$ cat src/rtl/fetch_pkg.sv
`default_nettype none

package fetch_pkg;

    localparam int unsigned xlen = 32;

    typedef logic [4:0]        reg_idx_t;
    typedef logic [xlen-1:0]   word_t;

    localparam word_t reset_pc = 32'h0000_0000;

    // Major opcode field of the base instruction set
    localparam logic [6:0] opc_lui    = 7'b0110111;
    localparam logic [6:0] opc_auipc  = 7'b0010111;
    localparam logic [6:0] opc_jal    = 7'b1101111;
    localparam logic [6:0] opc_jalr   = 7'b1100111;
    localparam logic [6:0] opc_branch = 7'b1100011;
    localparam logic [6:0] opc_load   = 7'b0000011;
    localparam logic [6:0] opc_store  = 7'b0100011;
    localparam logic [6:0] opc_op_imm = 7'b0010011;
    localparam logic [6:0] opc_op     = 7'b0110011;

    // Internal operation codes as the dispatcher expects them
    typedef enum logic [6:0] {
        op_invalid = 7'd0,
        op_lui, op_auipc, op_jal, op_jalr,                  // 1 .. 4
        op_beq, op_bne, op_blt, op_bge, op_bltu, op_bgeu,   // 5 .. 10
        op_lb, op_lh, op_lw, op_lbu, op_lhu,                // 11 .. 15
        op_sb, op_sh, op_sw,                                // 16 .. 18
        op_addi, op_slti, op_sltiu, op_xori, op_ori, op_andi,
        op_slli, op_srli, op_srai,                          // 19 .. 27
        op_add, op_sub, op_sll, op_slt, op_sltu,
        op_xorr, op_srl, op_sra, op_orr, op_andr            // 28 .. 37
    } op_t;

    // One instruction word seen through each base format
    typedef union packed {
        struct packed {
            logic [6:0] funct7;
            reg_idx_t   rs2;
            reg_idx_t   rs1;
            logic [2:0] funct3;
            reg_idx_t   rd;
            logic [6:0] opcode;
        } r_fmt;
        struct packed {
            logic [11:0] imm_11_0;
            reg_idx_t    rs1;
            logic [2:0]  funct3;
            reg_idx_t    rd;
            logic [6:0]  opcode;
        } i_fmt;
        struct packed {
            logic [6:0] imm_11_5;
            reg_idx_t   rs2;
            reg_idx_t   rs1;
            logic [2:0] funct3;
            logic [4:0] imm_4_0;
            logic [6:0] opcode;
        } s_fmt;
        struct packed {
            logic       imm_12;
            logic [5:0] imm_10_5;
            reg_idx_t   rs2;
            reg_idx_t   rs1;
            logic [2:0] funct3;
            logic [3:0] imm_4_1;
            logic       imm_11;
            logic [6:0] opcode;
        } b_fmt;
        struct packed {
            logic [19:0] imm_31_12;
            reg_idx_t    rd;
            logic [6:0]  opcode;
        } u_fmt;
        struct packed {
            logic       imm_20;
            logic [9:0] imm_10_1;
            logic       imm_11;
            logic [7:0] imm_19_12;
            reg_idx_t   rd;
            logic [6:0] opcode;
        } j_fmt;
    } insn_u;

    typedef struct packed {
        op_t      op;
        reg_idx_t rs1;
        reg_idx_t rs2;
        reg_idx_t rd;
        word_t    imm;
    } decoded_t;

    typedef struct packed {
        word_t    pc;
        op_t      op;
        reg_idx_t rs1;
        reg_idx_t rs2;
        reg_idx_t rd;
        word_t    imm;
        logic     predict_taken;
    } issue_pkt_t;

    typedef enum logic [1:0] {
        st_idle,
        st_wait_icache,
        st_wait_jalr,
        st_issuing
    } fetch_state_t;

endpackage

`default_nettype wire

$ cat src/rtl/rv32i_decoder.sv
`default_nettype none

module rv32i_decoder import fetch_pkg::*; (
    input  insn_u    insn,
    output decoded_t dec
);

    logic [2:0] funct3;
    logic [6:0] funct7;

    assign funct3 = insn.r_fmt.funct3;
    assign funct7 = insn.r_fmt.funct7;

    always_comb begin
        dec = '0;
        case (insn.r_fmt.opcode)
            opc_lui, opc_auipc: begin
                dec.op  = (insn.u_fmt.opcode == opc_lui) ? op_lui : op_auipc;
                dec.rd  = insn.u_fmt.rd;
                dec.imm = {insn.u_fmt.imm_31_12, 12'b0};
            end
            opc_jal: begin
                dec.op  = op_jal;
                dec.rd  = insn.j_fmt.rd;
                dec.imm = {{11{insn.j_fmt.imm_20}}, insn.j_fmt.imm_20, insn.j_fmt.imm_19_12,
                           insn.j_fmt.imm_11, insn.j_fmt.imm_10_1, 1'b0};
            end
            opc_jalr: begin
                if (funct3 == 3'b000) dec.op = op_jalr;
                dec.rs1 = insn.i_fmt.rs1;
                dec.rd  = insn.i_fmt.rd;
                dec.imm = {{20{insn.i_fmt.imm_11_0[11]}}, insn.i_fmt.imm_11_0};
            end
            opc_branch: begin
                case (funct3)
                    3'b000:  dec.op = op_beq;
                    3'b001:  dec.op = op_bne;
                    3'b100:  dec.op = op_blt;
                    3'b101:  dec.op = op_bge;
                    3'b110:  dec.op = op_bltu;
                    3'b111:  dec.op = op_bgeu;
                    default: dec.op = op_invalid;
                endcase
                dec.rs1 = insn.b_fmt.rs1;
                dec.rs2 = insn.b_fmt.rs2;
                dec.imm = {{19{insn.b_fmt.imm_12}}, insn.b_fmt.imm_12, insn.b_fmt.imm_11,
                           insn.b_fmt.imm_10_5, insn.b_fmt.imm_4_1, 1'b0};
            end
            opc_load: begin
                case (funct3)
                    3'b000:  dec.op = op_lb;
                    3'b001:  dec.op = op_lh;
                    3'b010:  dec.op = op_lw;
                    3'b100:  dec.op = op_lbu;
                    3'b101:  dec.op = op_lhu;
                    default: dec.op = op_invalid;
                endcase
                dec.rs1 = insn.i_fmt.rs1;
                dec.rd  = insn.i_fmt.rd;
                dec.imm = {{20{insn.i_fmt.imm_11_0[11]}}, insn.i_fmt.imm_11_0};
            end
            opc_store: begin
                case (funct3)
                    3'b000:  dec.op = op_sb;
                    3'b001:  dec.op = op_sh;
                    3'b010:  dec.op = op_sw;
                    default: dec.op = op_invalid;
                endcase
                dec.rs1 = insn.s_fmt.rs1;
                dec.rs2 = insn.s_fmt.rs2;
                dec.imm = {{20{insn.s_fmt.imm_11_5[6]}}, insn.s_fmt.imm_11_5, insn.s_fmt.imm_4_0};
            end
            opc_op_imm: begin
                dec.rs1 = insn.i_fmt.rs1;
                dec.rd  = insn.i_fmt.rd;
                dec.imm = {{20{insn.i_fmt.imm_11_0[11]}}, insn.i_fmt.imm_11_0};
                case (funct3)
                    3'b000: dec.op = op_addi;
                    3'b010: dec.op = op_slti;
                    3'b011: dec.op = op_sltiu;
                    3'b100: dec.op = op_xori;
                    3'b110: dec.op = op_ori;
                    3'b111: dec.op = op_andi;
                    3'b001: dec.op = (funct7 == 7'b0000000) ? op_slli : op_invalid;
                    default: begin
                        if (funct7 == 7'b0000000) dec.op = op_srli;
                        else if (funct7 == 7'b0100000) dec.op = op_srai;
                    end
                endcase
                // Shifts carry only the shift amount
                if (funct3 == 3'b001 || funct3 == 3'b101) dec.imm = {27'b0, insn.r_fmt.rs2};
            end
            opc_op: begin
                dec.rs1 = insn.r_fmt.rs1;
                dec.rs2 = insn.r_fmt.rs2;
                dec.rd  = insn.r_fmt.rd;
                if (funct7 == 7'b0000000) begin
                    case (funct3)
                        3'b000: dec.op = op_add;
                        3'b001: dec.op = op_sll;
                        3'b010: dec.op = op_slt;
                        3'b011: dec.op = op_sltu;
                        3'b100: dec.op = op_xorr;
                        3'b101: dec.op = op_srl;
                        3'b110: dec.op = op_orr;
                        default: dec.op = op_andr;
                    endcase
                end else if (funct7 == 7'b0100000) begin
                    if (funct3 == 3'b000) dec.op = op_sub;
                    else if (funct3 == 3'b101) dec.op = op_sra;
                end
            end
            default: dec = '0;
        endcase
        if (dec.op == op_invalid) dec = '0; // Unknown encodings leave nothing behind
    end

endmodule

`default_nettype wire

$ cat src/rtl/next_pc_unit.sv
`default_nettype none

module next_pc_unit import fetch_pkg::*; (
    input  word_t pc,
    input  op_t   op,
    input  word_t imm,
    input  logic  predict_taken,
    output word_t next_pc,
    output logic  wait_target
);

    word_t seq_pc;
    word_t jump_pc;

    assign seq_pc  = pc + 32'd4;
    assign jump_pc = pc + imm;   // Same adder serves jal and taken branches

    always_comb begin
        case (op)
            op_jal: begin
                next_pc = jump_pc;
            end
            op_beq, op_bne, op_blt, op_bge, op_bltu, op_bgeu: begin
                next_pc = predict_taken ? jump_pc : seq_pc;
            end
            default: begin
                next_pc = seq_pc;
            end
        endcase
    end

    // Target of jalr depends on a register value, only the back end knows it
    assign wait_target = (op == op_jalr);

endmodule

`default_nettype wire

$ cat src/rtl/fetch_control.sv
`default_nettype none

module fetch_control import fetch_pkg::*; (
    input  logic       clk_in,
    input  logic       rst_in,
    input  logic       rdy_in,
    input  logic       icache_data_en,
    input  word_t      icache_data,
    input  logic       jalr_result_en,
    input  word_t      jalr_result,
    input  logic       flush_signal,
    input  word_t      correct_next_pc,
    input  logic       new_instruction_able,
    input  logic       predict_result,
    input  decoded_t   dec,
    input  word_t      next_pc,
    input  logic       wait_target,
    output insn_u      cur_insn,
    output word_t      cur_pc,
    output logic       icache_query_en,
    output word_t      icache_query_pc,
    output word_t      predict_query_pc,
    output logic       new_instruction_en,
    output issue_pkt_t new_issue
);

    fetch_state_t state;
    word_t        pc;
    logic         run;
    logic         issue_now;

    assign run       = rdy_in && !flush_signal;
    assign issue_now = (state == st_issuing) && new_instruction_able;
    assign cur_pc    = pc;

    always_ff @(posedge clk_in) begin
        if (rst_in) begin
            state              <= st_idle;
            pc                 <= reset_pc;
            icache_query_en    <= 1'b0;
            new_instruction_en <= 1'b0;
        end else if (!rdy_in) begin
            new_instruction_en <= 1'b0; // A pause must not stretch the issue pulse
        end else if (flush_signal) begin
            // Mispredict somewhere behind us, restart from the correct pc
            state              <= st_idle;
            pc                 <= correct_next_pc;
            icache_query_en    <= 1'b0;
            new_instruction_en <= 1'b0;
        end else begin
            new_instruction_en <= 1'b0;
            case (state)
                st_idle: begin
                    icache_query_en <= 1'b1;
                    state           <= st_wait_icache;
                end
                st_wait_icache: begin
                    if (icache_data_en) begin
                        icache_query_en <= 1'b0;
                        state           <= st_issuing;
                    end
                end
                st_issuing: begin
                    if (new_instruction_able) begin
                        new_instruction_en <= 1'b1;
                        if (wait_target) begin
                            state <= st_wait_jalr;  // pc reloads from the back end
                        end else begin
                            pc    <= next_pc;
                            state <= st_idle;
                        end
                    end
                end
                default: begin // st_wait_jalr
                    if (jalr_result_en) begin
                        pc    <= jalr_result;
                        state <= st_idle;
                    end
                end
            endcase
        end
    end

    // Payload registers follow the same state decisions
    always_ff @(posedge clk_in) begin
        if (run) begin
            if (state == st_idle) begin
                icache_query_pc  <= pc;
                predict_query_pc <= pc;
            end
            if (state == st_wait_icache && icache_data_en) begin
                cur_insn <= icache_data;  // Word stays put under back-pressure
            end
            if (issue_now) begin
                new_issue <= '{pc: pc, op: dec.op, rs1: dec.rs1, rs2: dec.rs2, rd: dec.rd,
                               imm: dec.imm, predict_taken: predict_result};
            end
        end
    end

    // Issue is a strobe, the dispatcher counts every high cycle
    a_issue_pulse: assert property (@(posedge clk_in) disable iff (rst_in)
        new_instruction_en |=> !new_instruction_en);

    a_query_stable: assert property (@(posedge clk_in) disable iff (rst_in)
        icache_query_en && !icache_data_en |=> $stable(icache_query_pc));

    // The back end answers only while the fetcher waits for a jalr target
    a_jalr_accept: assert property (@(posedge clk_in) disable iff (rst_in)
        jalr_result_en && rdy_in && !flush_signal |-> state == st_wait_jalr);

endmodule

`default_nettype wire

$ cat src/rtl/instruction_fetcher.sv
`default_nettype none

module instruction_fetcher import fetch_pkg::*; (
    input  logic       clk_in,
    input  logic       rst_in,
    input  logic       rdy_in,
    output logic       icache_query_en,
    output word_t      icache_query_pc,
    input  logic       icache_data_en,
    input  word_t      icache_data,
    input  logic       jalr_result_en,
    input  word_t      jalr_result,
    input  logic       flush_signal,
    input  word_t      correct_next_pc,
    input  logic       new_instruction_able,
    output logic       new_instruction_en,
    output issue_pkt_t new_issue,
    output word_t      predict_query_pc,
    input  logic       predict_result
);

    insn_u    cur_insn;
    word_t    cur_pc;
    decoded_t dec;
    word_t    next_pc;
    logic     wait_target;

    fetch_control u_control (
        .clk_in               (clk_in),
        .rst_in               (rst_in),
        .rdy_in               (rdy_in),
        .icache_data_en       (icache_data_en),
        .icache_data          (icache_data),
        .jalr_result_en       (jalr_result_en),
        .jalr_result          (jalr_result),
        .flush_signal         (flush_signal),
        .correct_next_pc      (correct_next_pc),
        .new_instruction_able (new_instruction_able),
        .predict_result       (predict_result),
        .dec                  (dec),
        .next_pc              (next_pc),
        .wait_target          (wait_target),
        .cur_insn             (cur_insn),
        .cur_pc               (cur_pc),
        .icache_query_en      (icache_query_en),
        .icache_query_pc      (icache_query_pc),
        .predict_query_pc     (predict_query_pc),
        .new_instruction_en   (new_instruction_en),
        .new_issue            (new_issue)
    );

    // Decode works on the latched word while the machine sits in issuing
    rv32i_decoder u_decoder (
        .insn (cur_insn),
        .dec  (dec)
    );

    next_pc_unit u_next_pc (
        .pc            (cur_pc),
        .op            (dec.op),
        .imm           (dec.imm),
        .predict_taken (predict_result),
        .next_pc       (next_pc),
        .wait_target   (wait_target)
    );

endmodule

`default_nettype wire

$ cat config.mk
export PLATFORM = sky130hd
export DESIGN_NAME = instruction_fetcher
export DESIGN_NICKNAME = d
export VERILOG_FILES = /design/src/rtl/fetch_pkg.sv /design/src/rtl/rv32i_decoder.sv /design/src/rtl/next_pc_unit.sv /design/src/rtl/fetch_control.sv /design/src/rtl/instruction_fetcher.sv
export SDC_FILE = /design/constraint.sdc
export NUM_CORES = 1
export LEC_CHECK = 0
export BUFFER_PORTS_ARGS = -buffer_cell sky130_fd_sc_hd__buf_2
export CAP_MARGIN = 20
export CORE_ASPECT_RATIO = 0.7
export CORE_UTILIZATION = 56
export CTS_BUF_LIST = sky130_fd_sc_hd__clkbuf_4
export DETAILED_ROUTE_END_ITERATION = 8
export PLACE_DENSITY = 0.83
export SETUP_SLACK_MARGIN = 0.3
export SLEW_MARGIN = 0
export SYNTH_ARGS = -nofsm -noshare
export SYNTH_HDL_FRONTEND = slang
export SYNTH_HIERARCHICAL = 1
export SYNTH_SLANG_ARGS = --single-unit
$ cat constraint.sdc
create_clock -name clk_in -period 6.8 [get_ports clk_in]
set_clock_uncertainty 0.15 [all_clocks]
set_input_delay 1.36 -clock clk_in [delete_from_list [all_inputs] [get_ports clk_in]]
set_output_delay 1.36 -clock clk_in [all_outputs]
set_load 0.005 [all_outputs]
==> flow_metrics.py, run 1 <==
metrics = {
    "layout": {
        "final_common_cell": "buf_2",
        "finalCoreUtilization": 0.6532,
        "areaGrowthSynthToFinish_pct": 13.73,
        "mostFrequentLayoutCells": "buf_2 (256), nand2_1 (208), edfxtp_1 (151)",
        "stdcell_count": 1571,
        "num-nets-final": 1435,
        "drive_above_1_share": 0.2619,
        "final_design_area_no_fill_um2": 12430,
    },
    "setup_path": {
        "regToRegStartpoint": "u_control/cur_insn[12]",
        "critPathArrivalTime_ns": 6.34,
        "worst-endpoint-required_ns": 7.19,
        "startpoint_type": "flop",
        "critical_path_class": "reg -> reg",
        "timing.reg2reg.worst_path_depth": 21,
        "worst_setup_path_end_kind": "flop",
        "path_max_fanout": 47,
        "r2r-end": "u_control/cur_pc[28]",
        "worst-r2r-setup-slack_ns": 0.85,
    },
    "die": {
        "floorplan.rows": 42,
        "horizontal_extent_of_the_die_um": 168.9,
        "fp.coreArea_um2": 19020,
        "floorplan.io_pins": 257,
        "die-height_um": 118.9,
        "area_of_the_die_um2": 20080,
        "start_util": 0.5743,
    },
    "synth": {
        "synth-async-reset-ratio": 0,
        "synth.avg_cell_area_um2": 9.914,
        "netlist.area_leader.share": 0.4150,
        "cell_area_after_synthesis_um2": 10930,
        "synth_warn": 6,
        "synth.net_count": 1244,
        "yosys.area.top_type": "edfxtp_1",
        "ys_seq_elements": 187,
        "biggest_area_contributors_in_the_synthesized_netlist": "edfxtp_1 (42%), nand2_1 (7.1%), dfxtp_1 (6.6%), ha_1 (4.2%), o21ai_0 (3.9%)",
        "synth-edff-count": 151,
        "post_synth_num_cell_types": 80,
        "syn_inst": 1102,
        "seq_area_frac_synth": 0.4810,
        "ys_dominant_reg_cell": "edfxtp_1",
    },
    "routing": {
        "via_count": 9372,
        "first_pass_iters": 6,
        "drc": 0,
        "routed_wirelength_um": 30680,
        "first_iter_violations": 1105,
        "routed_wire_length_per_instance_um": 19.53,
        "detail-route-antenna-nets": 0,
        "routed_via_density": 5.966,
    },
    "min_path": {
        "timing.hold.worst_endpoint": "u_control/icache_query_en",
        "timing.hold.worst.start": "u_control/icache_query_en",
        "worstHoldPathCells": 2,
        "holdCritPathClass": "reg -> reg",
    },
    "pwr": {
        "pwr_density_cell_nw_per_um2": 172.6,
        "irDropWorstVdd_v": 0.0001126,
        "clock_power_share": 0.313,
        "power.internal_mw": 1.549,
        "swShare": 0.2778,
        "share_of_total_power_in_sequential_cells": 0.602,
        "comb_power_share": 0.085,
        "power.net_switching_mw": 0.5956,
        "power.leakage_nw": 5.081,
    },
    "placed_design": {
        "post-place-cells": 1538,
        "dpl_worst_slack_ns": 1.098,
        "routability_congestion": 0.9500,
        "numPortBuffers": 256,
        "placedInstanceArea_um2": 12080,
        "dp_hpwl_um": 22750,
    },
    "cts": {
        "skew_pair_late_insertion_delay_ns": 0.62,
        "cts_tree": "built",
        "cts.repair.resized": 0,
        "numCtsBuffers": 17,
        "cts_root_buf": "clkbuf_4",
        "num_clock_sinks": 187,
        "post_cts_buffers": 0,
        "clk_pin_slew_worst_paths_ns": 0.18,
        "clock_path_buffers": 2,
        "cts_h_tree_lvls": 4,
        "cts_hold_repair.buffers": 0,
    },
    "global_routing": {
        "grt.overflow.total": 0,
        "grt_antenna_before_repair": 1,
        "grt_start_max_net_pins": 72,
        "first_global_vias": 8497,
        "global_route_wire_length_before_repair_um": 47060,
        "grt.total_usage": 0.3083,
    },
    "timing": {
        "final_min_period_over_clock_period": 0.8754,
        "worst_slew_pin_slew_ns": 0.8561,
        "slew_viol_final": 0,
        "final-setup-viol-count": 0,
        "max_freq_mhz": 168.0,
        "report.final.hold_viol_count": 0,
        "grt_setup_unrepaired": "no",
        "post-route-worst-setup-slack_ns": 0.8475,
        "setup_tns_final_ns": 0,
        "slew-limit-headroom": 0.4293,
        "tmin_final_ns": 5.953,
    },
    "outcome": {
        "status": "complete, no violations",
    },
    "run": {
        "drv.max_cap_violation_count": 0,
    },
}
[synth_stat cells, types with 4 or more instances]
cell and n:
a21o_1 17, a21oi_1 79, a21oi_2 11, a22oi_1 5, a31oi_1 6, a32oi_1 4, and2_1 6, and3_1 19
and4_1 5, buf_2 14, buf_4 33, buf_6 7, clkbuf_1 37, dfxtp_1 36, edfxtp_1 151, ha_1 37
inv_1 13, mux2i_1 35, nand2_1 208, nand2b_1 9, nand3_1 28, nand3b_1 4, nand4_1 13, nor2_1 47
nor2_4 10, nor2b_1 8, nor3_1 13, nor3b_1 9, nor4_1 6, nor4b_1 4, o21ai_0 85, o31ai_1 6
xnor2_1 29, xor2_1 28
[registers in the layout, summed over array words and instances (netlist names)]
signal / count
u_control/new_issue: 87
u_control/cur_insn: 32
u_control/cur_pc: 32
u_control/predict_query_pc: 32
u_control/state: 2
u_control/icache_query_en: 1
u_control/new_instruction_en: 1
[cell families after synthesis]
logic type / Yosys count / share of synthesized area
adders and majority gates: 38 / 0.04420
AOI/OAI and AO/OA: 262 / 0.1517
DFF: 187 / 0.4810
muxes: 37 / 0.03413
xor gates and xnor gates: 57 / 0.04569
buffers and inverters: 107 / 0.05600
other: 1 / 0.0003432
and+or+nand+nor: 413 / 0.1869
[critical path, cell delays in order, from the launching register on]
cell,delay [ns]
edfxtp_1,0.88
nor3b_1,0.33
o31ai_1,0.13
o2111ai_1,0.14
nand4_1,0.29
nor4_2,0.40
buf_12,0.31
nor3_1,0.13
ha_1,0.24
fa_1,0.44
a21o_1,0.23
a221oi_2,0.38
o211ai_1,0.17
nand3_1,0.17
a41o_1,0.29
nor2b_1,0.07
a2111oi_0,0.41
a22o_1,0.22
mux2i_1,0.07
o21ai_0,0.16
nand2_1,0.07
a21oi_1,0.16
[final cells by class]
cell class                      count  area, um^2
Fill cell                        1568        6598
Sequential cell                   187        5255
Multi-Input combinational cell    808        5079
Timing Repair Buffer              266        1369
Tap cell                          264       330.3
Clock inverter                     15       214.0
Clock buffer                       17       127.6
Inverter                           13       48.80
Antenna cell                        1       2.502
[per-layer routing]
layer	track usage	share of wire	vias to the layer above
met3	0.06049	0.10	44
li1	-	-	4357
met4	0.09886	0.020	0
met1	0.4595	0.45	4424
met2	0.4499	0.43	547
met5	0	0	-
[how the worst max path moves through the flow]
stage          slack (ns)                   start              endpoint
2_1_floorplan        1.93  u_control/cur_insn[26]  u_control/cur_pc[31]
3_3_place_gp         1.22  u_control/cur_insn[12]  u_control/cur_pc[28]
3_5_place_dp         1.10  u_control/cur_insn[12]  u_control/cur_pc[28]
4_1_cts              1.04   u_control/cur_insn[3]  u_control/cur_pc[27]
5_1_grt              0.41  u_control/cur_insn[12]  u_control/cur_pc[28]
6_report             0.85  u_control/cur_insn[12]  u_control/cur_pc[28]
[through the flow]
stage | power, mW | hold slack [ns]
3_3_place_gp | 1.491 | 0.3498
3_5_place_dp | 1.494 | 0.3448
4_1_cts | 2.155 | 0.3713
5_1_grt | 2.224 | 0.3978
6_report | 2.144 | 0.3727
2_1_floorplan | 1.420 | 0.3187
[power by group through the flow]
| stage | Clock (mW) | Combinational (mW) | Sequential (mW) |
|---|---|---|---|
| after global routing | 0.729 | 0.201 | 1.29 |
| after detailed placement | 0 | 0.179 | 1.31 |
| final | 0.672 | 0.182 | 1.29 |
| after floorplan | 0 | 0.118 | 1.30 |
| after global placement | 0 | 0.177 | 1.31 |
| after CTS | 0.685 | 0.180 | 1.29 |
Note: power is estimated with default switching activity, not from simulation.
==> inputs of run 2 (changes only) <==
--- a/config.mk
+++ b/config.mk
@@ -5,7 +5,7 @@
 export SDC_FILE = /design/constraint.sdc
 export NUM_CORES = 1
 export LEC_CHECK = 0
-export BUFFER_PORTS_ARGS = -buffer_cell sky130_fd_sc_hd__buf_2
+export BUFFER_PORTS_ARGS = -buffer_cell sky130_fd_sc_hd__buf_4
 export CAP_MARGIN = 20
 export CORE_ASPECT_RATIO = 0.7
 export CORE_UTILIZATION = 56
@@ -16,5 +16,4 @@
 export SLEW_MARGIN = 0
 export SYNTH_ARGS = -nofsm -noshare
 export SYNTH_HDL_FRONTEND = slang
-export SYNTH_HIERARCHICAL = 1
 export SYNTH_SLANG_ARGS = --single-unit
==> run 2 against run 1 <==
Clock power is 12% lower. Maximum frequency fell by 2.1%. Cell count down 3.9%. Wire length up 4.2%. Sequential cell count fell by 1. First-iteration DRC count grew 16%. Hold slack worse by 0.0029 ns. Via count fell by 0.32%. Critical path type unchanged.
==> flow_metrics.py, run 2 <==
metrics = {
    "outcome": {
        "status": "complete, no violations",
    },
    "routing": {
        "first_iter_violations": 1277,
        "detail-route-antenna-nets": 0,
        "wirelength_met1_um": 14350,
        "routed_wirelength_um": 31960,
        "via_count": 9342,
        "dr_wl_met2_um": 13880,
        "first_pass_iters": 6,
        "routed_wire_length_per_instance_um": 21.16,
        "met3_length_um": 3276,
        "dr.max_layer_used": "met4",
        "routed_via_density": 6.187,
        "drc": 0,
    },
    "synth": {
        "ys_top_cells_by_count": "edfxtp_1 (150), nor2_1 (105), nand2_1 (91)",
        "cell_area_after_synthesis_um2": 10630,
        "post_synth_num_cell_types": 77,
        "synth-edff-count": 150,
        "biggest_area_contributors_in_the_synthesized_netlist": "edfxtp_1 (42%), dfxtp_1 (6.8%), ha_1 (3.8%), nor2_1 (3.7%), a21oi_1 (3.7%)",
        "synthMostInstantiatedCell": "edfxtp_1",
        "syn_inst": 1062,
        "synth-async-reset-ratio": 0,
        "ys_dominant_reg_cell": "edfxtp_1",
        "synth_warn": 0,
        "yosys.area.top_type": "edfxtp_1",
        "netlist.area_leader.share": 0.4239,
        "synth.avg_cell_area_um2": 10.00,
        "seq_area_frac_synth": 0.4918,
        "ys_seq_elements": 186,
        "synth.net_count": 1199,
    },
    "global_routing": {
        "grt.total_usage": 0.3253,
        "grt.overflow.total": 0,
        "grt_start_max_net_pins": 70,
        "global_route_wire_length_before_repair_um": 48010,
        "first_global_vias": 8390,
        "grt_antenna_before_repair": 0,
    },
    "min_path": {
        "holdCritPathClass": "reg -> reg",
    },
    "timing": {
        "worst_hold_slack_across_all_endpoints_ns": 0.3698,
        "worst_slew_pin_slew_ns": 1.047,
        "report.final.hold_viol_count": 0,
        "final_min_period_over_clock_period": 0.8943,
        "tmin_final_ns": 6.082,
        "grt_setup_unrepaired": "no",
        "slew-limit-headroom": 0.3002,
        "setup_tns_final_ns": 0,
        "slew_viol_final": 0,
        "max_freq_mhz": 164.4,
        "final-setup-viol-count": 0,
    },
    "die": {
        "floorplan.rows": 41,
        "fp.coreArea_um2": 18310,
        "start_util": 0.5802,
        "floorplan.io_pins": 257,
        "area_of_the_die_um2": 19540,
        "die-height_um": 117.2,
        "horizontal_extent_of_the_die_um": 166.6,
    },
    "layout": {
        "finalCoreUtilization": 0.6929,
        "num-nets-final": 1397,
        "stdcell_count": 1510,
        "drive_above_1_share": 0.2506,
        "n_fill_cell": 1445,
        "ff_latch_area_um2": 5225,
        "mostFrequentLayoutCells": "buf_4 (267), edfxtp_1 (150), nor2_1 (105)",
        "areaGrowthSynthToFinish_pct": 19.43,
        "final_common_cell": "buf_4",
        "multiInputGateArea_um2": 4828,
        "largest_register_ffs": 86,
        "regMostFlops": "u_control.new_issue",
    },
    "setup_path": {
        "path_max_fanout": 25,
        "critical_path_class": "reg -> reg",
        "worst-endpoint-required_ns": 7.18,
        "critPathArrivalTime_ns": 6.46,
        "worst_setup_path_end_kind": "flop",
        "startpoint_type": "flop",
    },
    "cts": {
        "cts.repair.resized": 0,
        "cts_hold_repair.buffers": 0,
        "post_cts_buffers": 0,
        "cts_tree": "built",
        "num_clock_sinks": 186,
        "cts_root_buf": "clkbuf_4",
        "cts_h_tree_lvls": 4,
        "clk_pin_slew_worst_paths_ns": 0.18,
        "clock_path_buffers": 2,
        "skew_pair_late_insertion_delay_ns": 0.63,
        "numCtsBuffers": 17,
    },
    "pwr": {
        "pwr_density_cell_nw_per_um2": 163.9,
        "irDropWorstVdd_v": 0.00009336,
        "total_power_mw": 2.080,
        "power.leakage_nw": 4.819,
    },
    "placed_design": {
        "routability_congestion": 0.9534,
        "dp_hpwl_um": 23870,
        "numPortBuffers": 255,
        "post-place-cells": 1477,
    },
    "run": {
        "drv.max_cap_violation_count": 0,
    },
}
==> run 2: cell types whose count changed after synthesis, sizes merged, moves of 10 or more <==
cell,delta
a211oi,+17
o211ai,+11
nor3,+19
nand3,+10
and2,+23
nor2,+48
mux2i,-30
a21oi,-12
nand2,-117
a31oi,+12
o21ai,-34
==> run 2: cells by family (layout without fill, tap and decap cells) <==
family	after synthesis	in the layout	share of synthesized area
xor gates and xnor gates	51	51	0.04275
and+or+nand+nor	397	397	0.1892
muxes	8	8	0.007890
adders and majority gates	34	34	0.04051
buffers and inverters	108	319	0.05558
other	1	2	0.0003529
DFF	186	186	0.4918
AOI/OAI and AO/OA	277	277	0.1719
==> run 2: final timing paths <==
check	from	cells past startpoint	to	slack, ns
min reg2reg	u_control.icache_query_en	2	u_control.icache_query_en	0.37
max	u_control.cur_insn[14]	17	u_control.cur_pc[24]	0.72
max reg2reg	u_control.cur_insn[14]	17	u_control.cur_pc[24]	0.72
min	u_control.icache_query_en	2	u_control.icache_query_en	0.37
==> run 2: worst max-delay path, stage by stage (launching register included) <==
cell	delay (ns)
edfxtp_1	0.87
nor2_1	0.18
nor2_1	0.19
nor4b_1	0.12
or3_1	0.47
or4_4	0.62
o21ai_4	0.40
nor2_1	0.15
and2_1	0.20
ha_1	0.37
o211ai_1	0.11
o21ai_0	0.49
o2111ai_1	0.27
a21bo_2	0.29
a22o_1	0.26
nor4b_1	0.16
or4b_1	0.51
a22o_1	0.18
==> run 2: power by group <==
group          leakage, nW  switching (mW)  total (mW)  internal (mW)
registers             1.59          0.0373        1.29           1.25
logic                 3.09          0.0970       0.200          0.103
clock network        0.141           0.436       0.594          0.158
==> run 2: through the flow <==
stage / cell area, um^2 / setup slack (ns)
2_1_floorplan: 10630 / 1.835
3_3_place_gp: 12430 / 1.057
3_5_place_dp: 12430 / 0.9081
4_1_cts: 12690 / 0.8643
5_1_grt: 12690 / 0.3724
6_report: 12690 / 0.7185
==> run 2: final cells by class <==
cell class,instances,share of cell area
antenna,1,0.0001972
clock buffer,17,0.01006
clock inverter,15,0.01035
inverter,20,0.005916
multi-input combinational,768,0.3805
sequential,186,0.4118
tap,236,0.02327
timing repair buffer,267,0.1580
==> run 2: layer usage <==
layer,vias up,GRT usage
li1,4328,-
met1,4429,0.4798
met2,541,0.4882
met3,44,0.07666
met4,0,0.06852
met5,-,0
